--- src/rtl/hps_config.svh ---
// width macros shared by the package and the RTL; include wherever a width is needed
`ifndef HPS_CONFIG_SVH
`define HPS_CONFIG_SVH

// host bus word
`define HPS_WORD_W 16

// data word position in a frame, saturates at all ones
`define HPS_IDX_W 4

// file address
`define HPS_ADDR_W 27

// joystick buttons
`define HPS_JOY_W 32

// core status word
`define HPS_STATUS_W 64

`endif

--- src/rtl/hps_pkg.sv ---
// bus word types and command codes for the host command channel; imported by each module
`default_nettype none

`include "hps_config.svh"

package hps_pkg;

	typedef logic [`HPS_WORD_W-1:0] word_t;
	typedef logic [`HPS_IDX_W-1:0]  word_idx_t;
	typedef logic [`HPS_ADDR_W-1:0] ioctl_addr_t;

	//////////////////////////////////////////////////
	// user channel, framed by io_enable
	//////////////////////////////////////////////////
	typedef enum logic [`HPS_WORD_W-1:0] {
		CMD_CFG        = 16'h0001,
		CMD_JOY0       = 16'h0002,
		CMD_JOY1       = 16'h0003,
		CMD_KBD        = 16'h0005,
		CMD_STATUS     = 16'h001E,
		CMD_STATUS_REQ = 16'h0029
	} uio_cmd_e;

	//////////////////////////////////////////////////
	// file channel, framed by fp_enable
	//////////////////////////////////////////////////
	typedef enum logic [`HPS_WORD_W-1:0] {
		// start/stop and address setup
		FIO_TX     = 16'h0053,
		// one data word per strobe
		FIO_TX_DAT = 16'h0054,
		FIO_INDEX  = 16'h0055,
		// file extension, two words
		FIO_INFO   = 16'h0056
	} fio_cmd_e;

endpackage

`default_nettype wire

--- src/rtl/io_word_framer.sv ---
// first pipeline stage: tags the command and data words of one enable-framed strobe stream
`timescale 1ns/1ps
`default_nettype none

module io_word_framer (
	input  wire                  clk_sys,
	input  wire                  reset,
	input  wire                  enable,
	input  wire                  io_strobe,
	input  wire hps_pkg::word_t  io_din,
	output logic                 cmd_start,
	output logic                 word_valid,
	output logic                 frame_end,
	output hps_pkg::word_t       cmd,
	output hps_pkg::word_idx_t   word_idx,
	output hps_pkg::word_t       word
);
	import hps_pkg::*;

	// set once the command word of the current frame is taken
	logic      has_cmd;
	// index the next data word will carry
	word_idx_t idx_next;

	always_ff @(posedge clk_sys) begin
		if (reset) begin
			cmd_start  <= 1'b0;
			word_valid <= 1'b0;
			frame_end  <= 1'b0;
			has_cmd    <= 1'b0;
			idx_next   <= '0;
			cmd        <= '0;
			word_idx   <= '0;
			word       <= '0;
		end else begin
			cmd_start  <= 1'b0;
			word_valid <= 1'b0;
			frame_end  <= 1'b0;

			if (!enable) begin
				// only frames that carried a command report an end
				frame_end <= has_cmd;
				has_cmd   <= 1'b0;
			end else if (io_strobe) begin
				if (!has_cmd) begin
					cmd       <= io_din;
					cmd_start <= 1'b1;
					has_cmd   <= 1'b1;
					idx_next  <= word_idx_t'(1);
				end else begin
					word       <= io_din;
					word_idx   <= idx_next;
					word_valid <= 1'b1;
					// saturate so long streams keep the last index
					if (idx_next != '1)
						idx_next <= idx_next + 1'b1;
				end
			end
		end
	end

endmodule

`default_nettype wire

--- src/rtl/user_cmd_decoder.sv ---
// user channel decoder: config, joysticks, status writes and status-request readback
`timescale 1ns/1ps
`default_nettype none

`include "hps_config.svh"

module user_cmd_decoder (
	input  wire                       clk_sys,
	input  wire                       reset,
	input  wire                       cmd_start,
	input  wire                       word_valid,
	input  wire                       frame_end,
	input  wire hps_pkg::word_t       cmd,
	input  wire hps_pkg::word_idx_t   word_idx,
	input  wire hps_pkg::word_t       word,
	input  wire [`HPS_STATUS_W-1:0]   status_in,
	input  wire                       status_set,
	output logic [1:0]                cfg_buttons,
	output logic                      forced_scandoubler,
	output logic                      direct_video,
	output logic [`HPS_JOY_W-1:0]     joystick_0,
	output logic [`HPS_JOY_W-1:0]     joystick_1,
	output logic [`HPS_STATUS_W-1:0]  status,
	output hps_pkg::word_t            io_dout
);
	import hps_pkg::*;

	logic                     status_set_d;
	logic [`HPS_STATUS_W-1:0] status_req;
	// counts core requests, host sees it in the low nibble
	logic [3:0]               req_cnt;

	//////////////////////////////////////////////////
	// core side status request
	//////////////////////////////////////////////////
	always_ff @(posedge clk_sys) begin
		if (reset) begin
			status_set_d <= 1'b0;
			status_req   <= '0;
			req_cnt      <= '0;
		end else begin
			status_set_d <= status_set;
			if (status_set && !status_set_d) begin
				status_req <= status_in;
				req_cnt    <= req_cnt + 1'b1;
			end
		end
	end

	//////////////////////////////////////////////////
	// host writes and readback
	//////////////////////////////////////////////////
	always_ff @(posedge clk_sys) begin
		if (reset) begin
			cfg_buttons        <= '0;
			forced_scandoubler <= 1'b0;
			direct_video       <= 1'b0;
			joystick_0         <= '0;
			joystick_1         <= '0;
			status             <= '0;
			io_dout            <= '0;
		end else if (cmd_start) begin
			if (cmd == CMD_STATUS_REQ)
				io_dout <= {8'h00, 4'hA, req_cnt};
			else
				io_dout <= '0;
		end else if (word_valid) begin
			io_dout <= '0;
			case (cmd)
				CMD_CFG: begin
					cfg_buttons        <= word[1:0];
					forced_scandoubler <= word[4];
					direct_video       <= word[10];
				end
				CMD_JOY0: begin
					if (word_idx == 4'd1)
						joystick_0[15:0] <= word;
					else
						joystick_0[31:16] <= word;
				end
				CMD_JOY1: begin
					if (word_idx == 4'd1)
						joystick_1[15:0] <= word;
					else
						joystick_1[31:16] <= word;
				end
				// low quarter first
				CMD_STATUS: begin
					case (word_idx)
						4'd1: status[15:0]  <= word;
						4'd2: status[31:16] <= word;
						4'd3: status[47:32] <= word;
						4'd4: status[63:48] <= word;
						default: ;
					endcase
				end
				CMD_STATUS_REQ: begin
					case (word_idx)
						4'd1: io_dout <= status_req[15:0];
						4'd2: io_dout <= status_req[31:16];
						4'd3: io_dout <= status_req[47:32];
						4'd4: io_dout <= status_req[63:48];
						default: ;
					endcase
				end
				default: ;
			endcase
		end else if (frame_end) begin
			io_dout <= '0;
		end
	end

endmodule

`default_nettype wire

--- src/rtl/ps2_key_decoder.sv ---
// user channel keyboard decoder: collects event bytes and publishes ps2_key at frame end
`timescale 1ns/1ps
`default_nettype none

module ps2_key_decoder (
	input  wire                  clk_sys,
	input  wire                  reset,
	input  wire                  cmd_start,
	input  wire                  word_valid,
	input  wire                  frame_end,
	input  wire hps_pkg::word_t  cmd,
	input  wire hps_pkg::word_t  word,
	output logic [10:0]          ps2_key
);
	import hps_pkg::*;

	logic        kbd_frame;
	logic        skip;
	// last four bytes, newest in the low byte
	logic [31:0] raw;
	logic        pressed;
	logic        extended;
	logic [9:0]  key_code;

	// release has F0 before the key, so look one byte further back for E0
	assign pressed  = (raw[15:8] != 8'hF0);
	assign extended = pressed ? (raw[15:8] == 8'hE0) : (raw[23:16] == 8'hE0);

	always_comb begin
		case (raw)
			32'hE012E07C: key_code = 10'h37C;	// print screen make
			32'h7CE0F012: key_code = 10'h17C;	// print screen break
			32'hF014F077: key_code = 10'h377;	// pause
			default:      key_code = {pressed, extended, raw[7:0]};
		endcase
	end

	always_ff @(posedge clk_sys) begin
		if (reset) begin
			kbd_frame <= 1'b0;
			skip      <= 1'b0;
			raw       <= '0;
			ps2_key   <= '0;
		end else if (cmd_start) begin
			kbd_frame <= (cmd == CMD_KBD);
			skip      <= 1'b0;
			if (cmd == CMD_KBD)
				raw <= '0;
		end else if (word_valid && kbd_frame) begin
			// high byte FF marks a frame the core must ignore
			if (&word[15:8])
				skip <= 1'b1;
			else if (!skip)
				raw <= {raw[23:0], word[7:0]};
		end else if (frame_end) begin
			if (kbd_frame && !skip)
				ps2_key <= {~ps2_key[10], key_code};
			kbd_frame <= 1'b0;
		end
	end

endmodule

`default_nettype wire

--- src/rtl/file_transfer.sv ---
// file channel stage: index, extension, download writes and upload reads toward the core
`timescale 1ns/1ps
`default_nettype none

`include "hps_config.svh"

module file_transfer (
	input  wire                      clk_sys,
	input  wire                      reset,
	input  wire                      cmd_start,
	input  wire                      word_valid,
	input  wire hps_pkg::word_t      cmd,
	input  wire hps_pkg::word_idx_t  word_idx,
	input  wire hps_pkg::word_t      word,
	input  wire [7:0]                ioctl_din,
	output logic                     ioctl_download,
	output logic                     ioctl_upload,
	output logic                     ioctl_wr,
	output logic                     ioctl_rd,
	output hps_pkg::ioctl_addr_t     ioctl_addr,
	output logic [7:0]               ioctl_dout,
	output hps_pkg::word_t           ioctl_index,
	output logic [31:0]              ioctl_file_ext,
	output hps_pkg::word_t           fp_dout
);
	import hps_pkg::*;

	// next download address; ioctl_addr shows the one just written
	ioctl_addr_t addr;

	always_ff @(posedge clk_sys) begin
		if (reset) begin
			ioctl_download <= 1'b0;
			ioctl_upload   <= 1'b0;
			ioctl_wr       <= 1'b0;
			ioctl_rd       <= 1'b0;
			ioctl_addr     <= '0;
			ioctl_dout     <= '0;
			ioctl_index    <= '0;
			ioctl_file_ext <= '0;
			fp_dout        <= '0;
			addr           <= '0;
		end else begin
			ioctl_wr <= 1'b0;
			ioctl_rd <= 1'b0;

			if (cmd_start) begin
				// new command, old read data no longer applies
				fp_dout <= '0;
			end else if (word_valid) begin
				case (cmd)
					FIO_INDEX: ioctl_index <= word;
					FIO_INFO: begin
						if (word_idx == 4'd1)
							ioctl_file_ext[31:16] <= word;
						else if (word_idx == 4'd2)
							ioctl_file_ext[15:0] <= word;
					end
					FIO_TX: begin
						case (word_idx)
							4'd1: begin
								if (word[7:0] == 8'hAA) begin
									ioctl_addr   <= '0;
									ioctl_upload <= 1'b1;
									ioctl_rd     <= 1'b1;
								end else if (word[7:0] != 8'h00) begin
									addr           <= '0;
									ioctl_download <= 1'b1;
								end else begin
									// leave ioctl_addr at the transfer end
									if (ioctl_download)
										ioctl_addr <= addr;
									ioctl_download <= 1'b0;
									ioctl_upload   <= 1'b0;
								end
							end
							4'd2: begin
								ioctl_addr[15:0] <= word;
								addr[15:0]       <= word;
							end
							4'd3: begin
								ioctl_addr[`HPS_ADDR_W-1:16] <= word[`HPS_ADDR_W-17:0];
								addr[`HPS_ADDR_W-1:16]       <= word[`HPS_ADDR_W-17:0];
							end
							default: ;
						endcase
					end
					FIO_TX_DAT: begin
						if (ioctl_download) begin
							ioctl_addr <= addr;
							ioctl_dout <= word[7:0];
							ioctl_wr   <= 1'b1;
							addr       <= addr + 1'b1;
						end else if (ioctl_upload) begin
							// byte at the current address, then request the next one
							fp_dout    <= {8'h00, ioctl_din};
							ioctl_addr <= ioctl_addr + 1'b1;
							ioctl_rd   <= 1'b1;
						end
					end
					default: ;
				endcase
			end
		end
	end

endmodule

`default_nettype wire

--- src/rtl/hps_io_top.sv ---
// top level of the host command channel: two framers feeding the user and file decoders
`timescale 1ns/1ps
`default_nettype none

`include "hps_config.svh"

module hps_io_top (
	input  wire                          clk_sys,
	input  wire                          reset,
	input  wire                          io_strobe,
	input  wire                          io_enable,
	input  wire                          fp_enable,
	input  wire hps_pkg::word_t          io_din,
	input  wire [`HPS_STATUS_W-1:0]      status_in,
	input  wire                          status_set,
	input  wire [7:0]                    ioctl_din,
	output wire [`HPS_JOY_W-1:0]         joystick_0,
	output wire [`HPS_JOY_W-1:0]         joystick_1,
	output wire [1:0]                    buttons,
	output wire                          forced_scandoubler,
	output wire                          direct_video,
	output wire [`HPS_STATUS_W-1:0]      status,
	output wire [10:0]                   ps2_key,
	output wire                          ioctl_download,
	output wire                          ioctl_upload,
	output wire                          ioctl_wr,
	output wire                          ioctl_rd,
	output wire hps_pkg::ioctl_addr_t    ioctl_addr,
	output wire [7:0]                    ioctl_dout,
	output wire hps_pkg::word_t          ioctl_index,
	output wire [31:0]                   ioctl_file_ext,
	output wire hps_pkg::word_t          io_dout,
	output wire hps_pkg::word_t          fp_dout
);
	import hps_pkg::*;

	wire       uio_cmd_start;
	wire       uio_word_valid;
	wire       uio_frame_end;
	word_t     uio_cmd;
	word_idx_t uio_word_idx;
	word_t     uio_word;

	wire       fio_cmd_start;
	wire       fio_word_valid;
	word_t     fio_cmd;
	word_idx_t fio_word_idx;
	word_t     fio_word;

	//////////////////////////////////////////////////
	// user channel
	//////////////////////////////////////////////////
	io_word_framer uio_framer (
		.clk_sys    (clk_sys),
		.reset      (reset),
		.enable     (io_enable),
		.io_strobe  (io_strobe),
		.io_din     (io_din),
		.cmd_start  (uio_cmd_start),
		.word_valid (uio_word_valid),
		.frame_end  (uio_frame_end),
		.cmd        (uio_cmd),
		.word_idx   (uio_word_idx),
		.word       (uio_word)
	);

	user_cmd_decoder user_dec (
		.clk_sys            (clk_sys),
		.reset              (reset),
		.cmd_start          (uio_cmd_start),
		.word_valid         (uio_word_valid),
		.frame_end          (uio_frame_end),
		.cmd                (uio_cmd),
		.word_idx           (uio_word_idx),
		.word               (uio_word),
		.status_in          (status_in),
		.status_set         (status_set),
		.cfg_buttons        (buttons),
		.forced_scandoubler (forced_scandoubler),
		.direct_video       (direct_video),
		.joystick_0         (joystick_0),
		.joystick_1         (joystick_1),
		.status             (status),
		.io_dout            (io_dout)
	);

	ps2_key_decoder ps2_dec (
		.clk_sys    (clk_sys),
		.reset      (reset),
		.cmd_start  (uio_cmd_start),
		.word_valid (uio_word_valid),
		.frame_end  (uio_frame_end),
		.cmd        (uio_cmd),
		.word       (uio_word),
		.ps2_key    (ps2_key)
	);

	//////////////////////////////////////////////////
	// file channel, end of frame has no use here
	//////////////////////////////////////////////////
	io_word_framer fio_framer (
		.clk_sys    (clk_sys),
		.reset      (reset),
		.enable     (fp_enable),
		.io_strobe  (io_strobe),
		.io_din     (io_din),
		.cmd_start  (fio_cmd_start),
		.word_valid (fio_word_valid),
		.frame_end  (),
		.cmd        (fio_cmd),
		.word_idx   (fio_word_idx),
		.word       (fio_word)
	);

	file_transfer file_xfer (
		.clk_sys        (clk_sys),
		.reset          (reset),
		.cmd_start      (fio_cmd_start),
		.word_valid     (fio_word_valid),
		.cmd            (fio_cmd),
		.word_idx       (fio_word_idx),
		.word           (fio_word),
		.ioctl_din      (ioctl_din),
		.ioctl_download (ioctl_download),
		.ioctl_upload   (ioctl_upload),
		.ioctl_wr       (ioctl_wr),
		.ioctl_rd       (ioctl_rd),
		.ioctl_addr     (ioctl_addr),
		.ioctl_dout     (ioctl_dout),
		.ioctl_index    (ioctl_index),
		.ioctl_file_ext (ioctl_file_ext),
		.fp_dout        (fp_dout)
	);

endmodule

`default_nettype wire

--- config.mk ---
export PLATFORM = sky130hd
export DESIGN_NAME = hps_io_top
export DESIGN_NICKNAME = d
export VERILOG_FILES = /design/src/rtl/hps_pkg.sv /design/src/rtl/io_word_framer.sv /design/src/rtl/user_cmd_decoder.sv /design/src/rtl/ps2_key_decoder.sv /design/src/rtl/file_transfer.sv /design/src/rtl/hps_io_top.sv
export VERILOG_INCLUDE_DIRS = /design/src /design/src/rtl
export SDC_FILE = /design/constraint.sdc
export NUM_CORES = 1
export LEC_CHECK = 0
export ABC_CLOCK_PERIOD_IN_PS = 2400
export BUFFER_PORTS_ARGS = -buffer_cell sky130_fd_sc_hd__buf_2
export CORE_ASPECT_RATIO = 0.6
export CORE_MARGIN = 3
export CORE_UTILIZATION = 56
export CTS_CLUSTER_DIAMETER = 100
export DETAILED_ROUTE_END_ITERATION = 10
export GPL_TIMING_DRIVEN = 1
export HOLD_SLACK_MARGIN = 0.02
export PLACE_DENSITY = 0.8
export SYNTH_ARGS = -nofsm -noshare
export SYNTH_HDL_FRONTEND = slang
export SYNTH_SLANG_ARGS = --single-unit
--- constraint.sdc ---
create_clock -name clk_sys -period 2.4 [get_ports clk_sys]
set_input_delay 0.24 -clock clk_sys [delete_from_list [all_inputs] [get_ports clk_sys]]
set_output_delay 0.24 -clock clk_sys [all_outputs]
set_load 0.02 [all_outputs]
==> summary.txt, run 1 <==
Outcome
  – Outcome: completed

GRT
  – Largest net degree at the start of global routing: between 100 and 150
  – Global-route wire length before repair: a little over 100 mm
  – GR Util All Layers: roughly 35%
  – Initial antenna violation count: 3
  – Vias in the first global route: about 18k
  – GRT overflow: 0

Power and ir drop
  – Leakage power total: 10.28 nW
  – Worst IR Drop VDD: 0.0006435 V
  – PwrDens: 672.8 nW/um^2
  – Pwr Total: ~0.017 W

Setup path
  – Crit path max-delay family: simple AND/OR/NAND/NOR gates
  – Critical path endpoint category: flop
  – Worst EP arrival: approximately 2.8 ns
  – Reg-to-reg slack, setup: 0.001 ns
  – Critical-path top delay cell: nand2_1
  – Critical Path Fanout Max: 16
  – Worst Path Required: approximately 2.8 ns
  – Crit path cell chain: nor4_1 > nand4b_1 > nor3_4 > nand2_1 > nand2_1 > a21oi_1
  – Crit path largest cell delay: ~0.45 ns
  – Critical path launch point type: flop
  – Most used cell, CP: nand2_1
  – Critical path class: flop to flop
  – CP bufs+invs: 0

Timing
  – Fin crit share: ~100%
  – Slew headroom: around 29%
  – Final setup fails: 0
  – RSZ-0062 raised after global routing: yes
  – Setup TNS: 0 ns
  – Crit path time final: 2.399 ns
  – Slew Viols, Final: 0
  – Hold slack final: between 0.04 and 0.05 ns
  – Final Skew: between 0.02 and 0.03 ns
  – Worst-Margin Slew: roughly 1.1 ns
  – Fmax: about 420 MHz
  – Fin. Hold Viols: 0

Yosys
  – Synth unique cells: 84
  – Synth top cells by count: nand2_1, dfxtp_1, a21oi_1
  – Post-Syn Area per Cell: about 8.3 sq um
  – EDFF count, synth: 0
  – Most frequent cell after synthesis: nand2_1
  – FF+latch count, synth: around 470
  – Post-synthesis sequential area ratio: 48.30%
  – Syn Inst Count: about 2.3k
  – Asr flop ratio synth: 0%
  – Post-synth top area cell: dfxtp_1
  – Ys Warns: 0
  – Post-Syn Area: 19520 sq um
  – Synth top area cells: dfxtp_1, nand2_1, a21oi_1, mux2i_1, nor2_1
  – Top_reg_cell synth: dfxtp_1
  – Top cell type's share of synthesized area: approximately half

Drt
  – Post-route antenna net violation count: 0
  – Via count: between 15k and 20k
  – DR iter-0 viols: around 2.1k
  – Vias/cell: 6.035
  – First-pass iteration count of the detailed router: 8
  – Residual DRC: 0
  – Post-Route WL: 67.58 mm
  – WL/cell: roughly 21 microns

Clock tree
  – CTS clk-pin slew, worst paths: approximately 0.070 ns
  – CTS sink count: 471
  – Num CTS Buffers: 43
  – Root buffer cell: clkbuf_16
  – CTS tree: done
  – Worst-skew pair later-pin latency: 0.56 ns
  – Clock Path Buffers: 3
  – H-tree depth: 2

Placed design
  – Final HPWL DP: around 46 mm
  – IO buf count: about 350
  – Placer congestion estimate: roughly 1
  – Placed inst area: roughly 22000 sq um

Floorplanning
  – Initial Util: between 50% and 60%
  – Die width: between 200 and 250 microns
  – Core area: around 34000 sq um
  – Die Span Y: 150.6 microns
  – Ports: approximately 360
  – Die area: roughly 37000 sq um
  – Row cnt: 52

Finish
  – Share of layout cells above drive strength 1: 21.67%
  – Layout area overhead: 25.67%
  – Final non-filler cell area: approximately 25000 sq um
  – Fillers: roughly 2.5k
  – NumNets Final: ~2.9k

Worst hold path
  – Hold Path Class: input port to flop

Flow run
  – Max-cap violations: 0
## cells by family after synthesis
| logic type | Yosys count | share of synthesized area, % |
|---|---|---|
| AND/OR/NAND/NOR | 1024 | 24.80 |
| AO/OA/AOI/OAI | 550 | 17.44 |
| flip-flops | 471 | 48.30 |
| buffers and inverters | 197 | 4.524 |
| multiplexers | 71 | 3.659 |
| XOR/XNOR | 21 | 0.9421 |
| adder cells (fa/ha/maj) | 5 | 0.3204 |
| other | 1 | 0.01921 |
## flip-flops by register name (all words and copies together) (netlist names), 27 cells and up
name and flops:
user_dec.status 64, user_dec.status_req 64, file_xfer.ioctl_file_ext 32, ps2_dec.raw 32, user_dec.joystick_0 32, user_dec.joystick_1 32
file_xfer.addr 27, file_xfer.ioctl_addr 27
## path summary, 6_finish.rpt
path                                from                          end  depth (start not counted)
min                            io_din[0]           uio_framer.word[0]                          3
max                   uio_framer.cmd[15]          user_dec.status[59]                          6
min reg2reg  file_xfer.ioctl_file_ext[4]  file_xfer.ioctl_file_ext[4]                          2
max reg2reg           uio_framer.cmd[15]          user_dec.status[59]                          6
## worst min-delay path: cells and delay by family
| family | cells | cell delay, ns |
|---|---|---|
| simple gates | 1 | 0.08 |
| compound gates | 1 | 0.05 |
| buf+inv | 1 | 0.17 |
## report_power, final
group	switching [W]	total (W)	internal (W)
Combinational	0.000458	0.000766	0.000308
Sequential	0.0000972	0.00801	0.00792
Clock	0.00308	0.00773	0.00465
Total	0.00364	0.0165	0.0129
## timing repair
| action | CTS | global route |
|---|---|---|
| hold buffers | 87 | 0 |
| buffers inserted | 0 | 2 |
| gates resized for setup | 1 | 2 |
| endpoints found under the hold margin | 113 | 0 |
| pin swaps | 0 | 3 |
| endpoints found under the setup margin | 52 | 72 |
## final cells by class
cell class,count,area (sq um),area share (%)
timing repair buffer,545,3588,14.63
sequential,471,9429,38.43
clock buffer,59,1259,5.130
tap,459,574.3,2.341
inverter,11,41.29,0.1683
antenna,4,10.01,0.04080
clock inverter,18,324.1,1.321
multi-input combinational,1679,9310,37.94
## metrics by stage
step / utilization, % / cells / setup slack, ns
after detailed placement: 64.76 / 3076 / -0.04436
final: 72.11 / 3246 / 0.001467
after CTS: 71.98 / 3240 / 0.06134
after global routing: 72.10 / 3245 / -0.1357
after floorplan: - / 2347 / 0.3075
after global placement: 64.76 / 3076 / 0.06650
## cell usage in the layout, fill, tap and decap left out, types with 39 or more instances in the layout
| cell | n |
|---|---|
| clkbuf_16 | 45 |
| nand2_1 | 591 |
| a21oi_1 | 317 |
| buf_4 | 100 |
| nor2_1 | 144 |
| buf_2 | 346 |
| o21ai_0 | 39 |
| nand3_1 | 41 |
| dlygate4sd3_1 | 87 |
| mux2i_1 | 70 |
| dfxtp_1 | 471 |
## layer usage
layer / GRT usage [%] / vias up / part of all wire (%)
li1: - / 8934 / -
met1: 48.31 / 9341 / 42
met2: 50.71 / 1093 / 43
met3: 9.203 / 220 / 11
met4: 14.10 / 0 / 3.6
met5: 0 / - / 0
(Power assumes the default switching activity.)
==> run 2: changes to the inputs <==
--- a/config.mk
+++ b/config.mk
@@ -16,4 +16,5 @@
 export GPL_TIMING_DRIVEN = 1
-export HOLD_SLACK_MARGIN = 0.02
+export HOLD_SLACK_MARGIN = 0.12
 export PLACE_DENSITY = 0.8
+export RECOVER_POWER = 25
 export SYNTH_ARGS = -nofsm -noshare
--- a/constraint.sdc
+++ b/constraint.sdc
@@ -3,2 +3,2 @@
 set_output_delay 0.24 -clock clk_sys [all_outputs]
-set_load 0.02 [all_outputs]
+set_load 0.01 [all_outputs]
==> run 2 against run 1 <==
Net effect:
- cell count grew 1.4%
- clock power is essentially flat
- die area is the same
- sequential power is essentially flat
- design area grew 1.9%
- fmax is essentially flat
- sequential share of layout area shrank 0.72 points
- largest power group unchanged
- hold slack gained 0.40 ns
- clock-buffer cell count is the same
- first-iteration DRC count grew 14%
==> summary.txt, run 2 (same netlist as run 1, synthesis figures left out) <==
Drt
  – Post-route antenna net violation count: 0 (unchanged)
  – WL/cell: 21.21 microns (+1.9%)
  – Vias/cell: 6.059 (+0.40%)
  – Via count: 19.95k (+1.9%)
  – Post-Route WL: 69.85 mm (+3.4%)
  – Residual DRC: 0 (unchanged)
  – First-pass iteration count of the detailed router: 7 (-1)
  – DR iter-0 viols: 2456 (+14%)

Timing
  – Final setup margin: 0.000007772 ns (-0.001459 ns)
  – Final Skew: 0.02803 ns (+0.001650 ns)
  – Slew headroom: 29.51% (+1.0 points)
  – Final setup fails: 0 (unchanged)
  – Fin. Hold Viols: 0 (unchanged)
  – Fmax: 416.7 MHz (about the same)
  – Slew Viols, Final: 0 (unchanged)
  – Fin crit share: 100.0% (about the same)
  – Crit path time final: 2.400 ns (+0.001459 ns)
  – RSZ-0062 raised after global routing: yes
  – Worst-Margin Slew: 1.053 ns (-0.01492 ns)

Floorplanning
  – Ports: 356 (unchanged)
  – Row cnt: 52 (unchanged)
  – Die width: 247.1 microns (unchanged)
  – Core area: 34030 sq um (unchanged)
  – Die Span Y: 150.6 microns (unchanged)
  – Initial Util: 57.38% (unchanged)
  – Die area: 37210 sq um (unchanged)

Setup path
  – Worst r2r src: uio_framer.cmd[15]
  – Critical path class: flop to flop
  – Critical path launch point type: flop
  – Critical Path Fanout Max: 16 (unchanged)
  – Worst Path Required: 2.82 ns (about the same)
  – CP startpoint: uio_framer.cmd[15]
  – Worst EP arrival: 2.82 ns (about the same)
  – Critical path endpoint category: flop

Finish
  – NumNets Final: 2897 (+1.6%)
  – Fillers: 2447 (-3.9%)
  – Reg area: 9429 sq um (unchanged)
  – Multi-input logic area: 9310 sq um (unchanged)
  – Regs by FF count: user_dec.status (64), user_dec.status_req (64)
  – Layout area overhead: 28.08%
  – Commonest non-fill, non-tap cell in the layout: nand2_1
  – Share of layout cells above drive strength 1: 21.31% (-0.36 points)
  – Non-Filler Instances: 3293 (+1.4%)
  – Most frequent cells in the layout: nand2_1, dfxtp_1, buf_2

GRT
  – GRT overflow: 0 (unchanged)
  – GR Util All Layers: 35.80% (+1.2 points)
  – Initial antenna violation count: 2 (-1)
  – Largest net degree at the start of global routing: 141 (unchanged)
  – Global-route wire length before repair: 104.9 mm (+3.3%)
  – Vias in the first global route: 18.68k (+2.8%)

Power and ir drop
  – Pint: 0.01292 W (+0.40%)
  – Leakage power total: 10.56 nW (+2.7%)
  – Switching share of power: 22.22% (+0.20 points)
  – PwrDens: 664.4 nW/um^2 (-1.2%)
  – Seq pwr share: 48.3% (-0.3 points)
  – Clock group share of total power: 46.7% (about the same)
  – Combinational power share: 5.1% (+0.5 points)
  – Net Sw Power: 0.003692 W (+1.5%)
  – Worst IR Drop VDD: 0.0006180 V (-4.0%)

Placed design
  – Placer congestion estimate: 0.9900 (unchanged)
  – Final HPWL DP: 45.69 mm (unchanged)
  – Dpl ws: -0.04436 ns (unchanged)
  – Dpl cells: 3076 (unchanged)
  – IO buf count: 347 (unchanged)

Clock tree
  – CTS tree: done
  – Clock Path Buffers: 3 (unchanged)
  – Num CTS Buffers: 43 (unchanged)
  – H-tree depth: 2 (unchanged)
  – CTS sink count: 471 (unchanged)
  – CTS clk-pin slew, worst paths: 0.07 ns (about the same)
  – Root buffer cell: clkbuf_16
  – Worst-skew pair later-pin latency: 0.56 ns (about the same)

Worst hold path
  – Hold Path Class: flop to flop
  – Hold path start: file_xfer.ioctl_file_ext[25]

Flow run
  – Max-cap violations: 0 (unchanged)

Outcome
  – Outcome: completed
## run 2: worst paths after layout
| check | endpoint | slack [ns] | cells after the start |
|---|---|---|---|
| worst max-delay path | user_dec.status[59] | 0.000008 | 6 |
| worst min-delay path | file_xfer.ioctl_file_ext[25] | 0.45 | 2 |
| worst max register to register | user_dec.status[59] | 0.000008 | 6 |
| worst min register to register | file_xfer.ioctl_file_ext[25] | 0.45 | 2 |
## run 2: critical path: stages, from the launching register on
cell and delay [ns]:
dfxtp_1 0.31, nor4_1 0.42, nand4b_1 0.31, nor3_4 0.43, nand2_1 0.45, nand2_1 0.24, a21oi_1 0.10
## run 2: layer usage
layer  part of all wire [%]  GRT usage (%)  routed length [microns]  vias up
met3                     11          9.345                     7842      253
met1                     41          49.35                    28570     9433
met4                    4.0          15.33                     2813        0
li1                       -              -                        -     9028
met5                      0              0                        0        -
met2                     44          53.14                    30620     1237
## run 2: area by class of cell
type | instances | area share (%)
Clock inverter | 18 | 1.296
Antenna cell | 4 | 0.04003
Sequential cell | 471 | 37.71
Inverter | 11 | 0.1651
Clock buffer | 59 | 5.034
Timing Repair Buffer | 592 | 16.23
Multi-Input combinational cell | 1679 | 37.23
Tap cell | 459 | 2.297
## run 2: repair_timing
item,4_1_cts,5_1_grt
pin swaps,0,3
setup endpoints to repair,52,72
setup buffers,0,2
gates resized for setup,1,2
hold endpoints to repair,153,0
gates cloned,0,0
hold buffers,134,0
## run 2: through the flow
stage	utilization, %	area [sq um]	total power (W)	hold slack, ns	TNS [ns]
after CTS	73.37	24970	0.01654	0.4492	0
after global placement	64.76	22030	0.008777	0.4355	0
after floorplan	-	19550	0.008537	0.3158	0
after detailed placement	64.76	22030	0.008795	0.4401	-0.3435
after global routing	73.47	25000	0.01699	0.4642	-3.446
final	73.49	25010	0.01661	0.4486	0
## run 2: power groups by stage
stage	Combinational, W	Sequential, W	Clock [W]
3_5_place_dp	0.000610	0.00818	0
3_3_place_gp	0.000601	0.00818	0
2_1_floorplan	0.000391	0.00815	0
4_1_cts	0.000786	0.00801	0.00775
5_1_grt	0.000891	0.00802	0.00808
6_report	0.000839	0.00802	0.00776
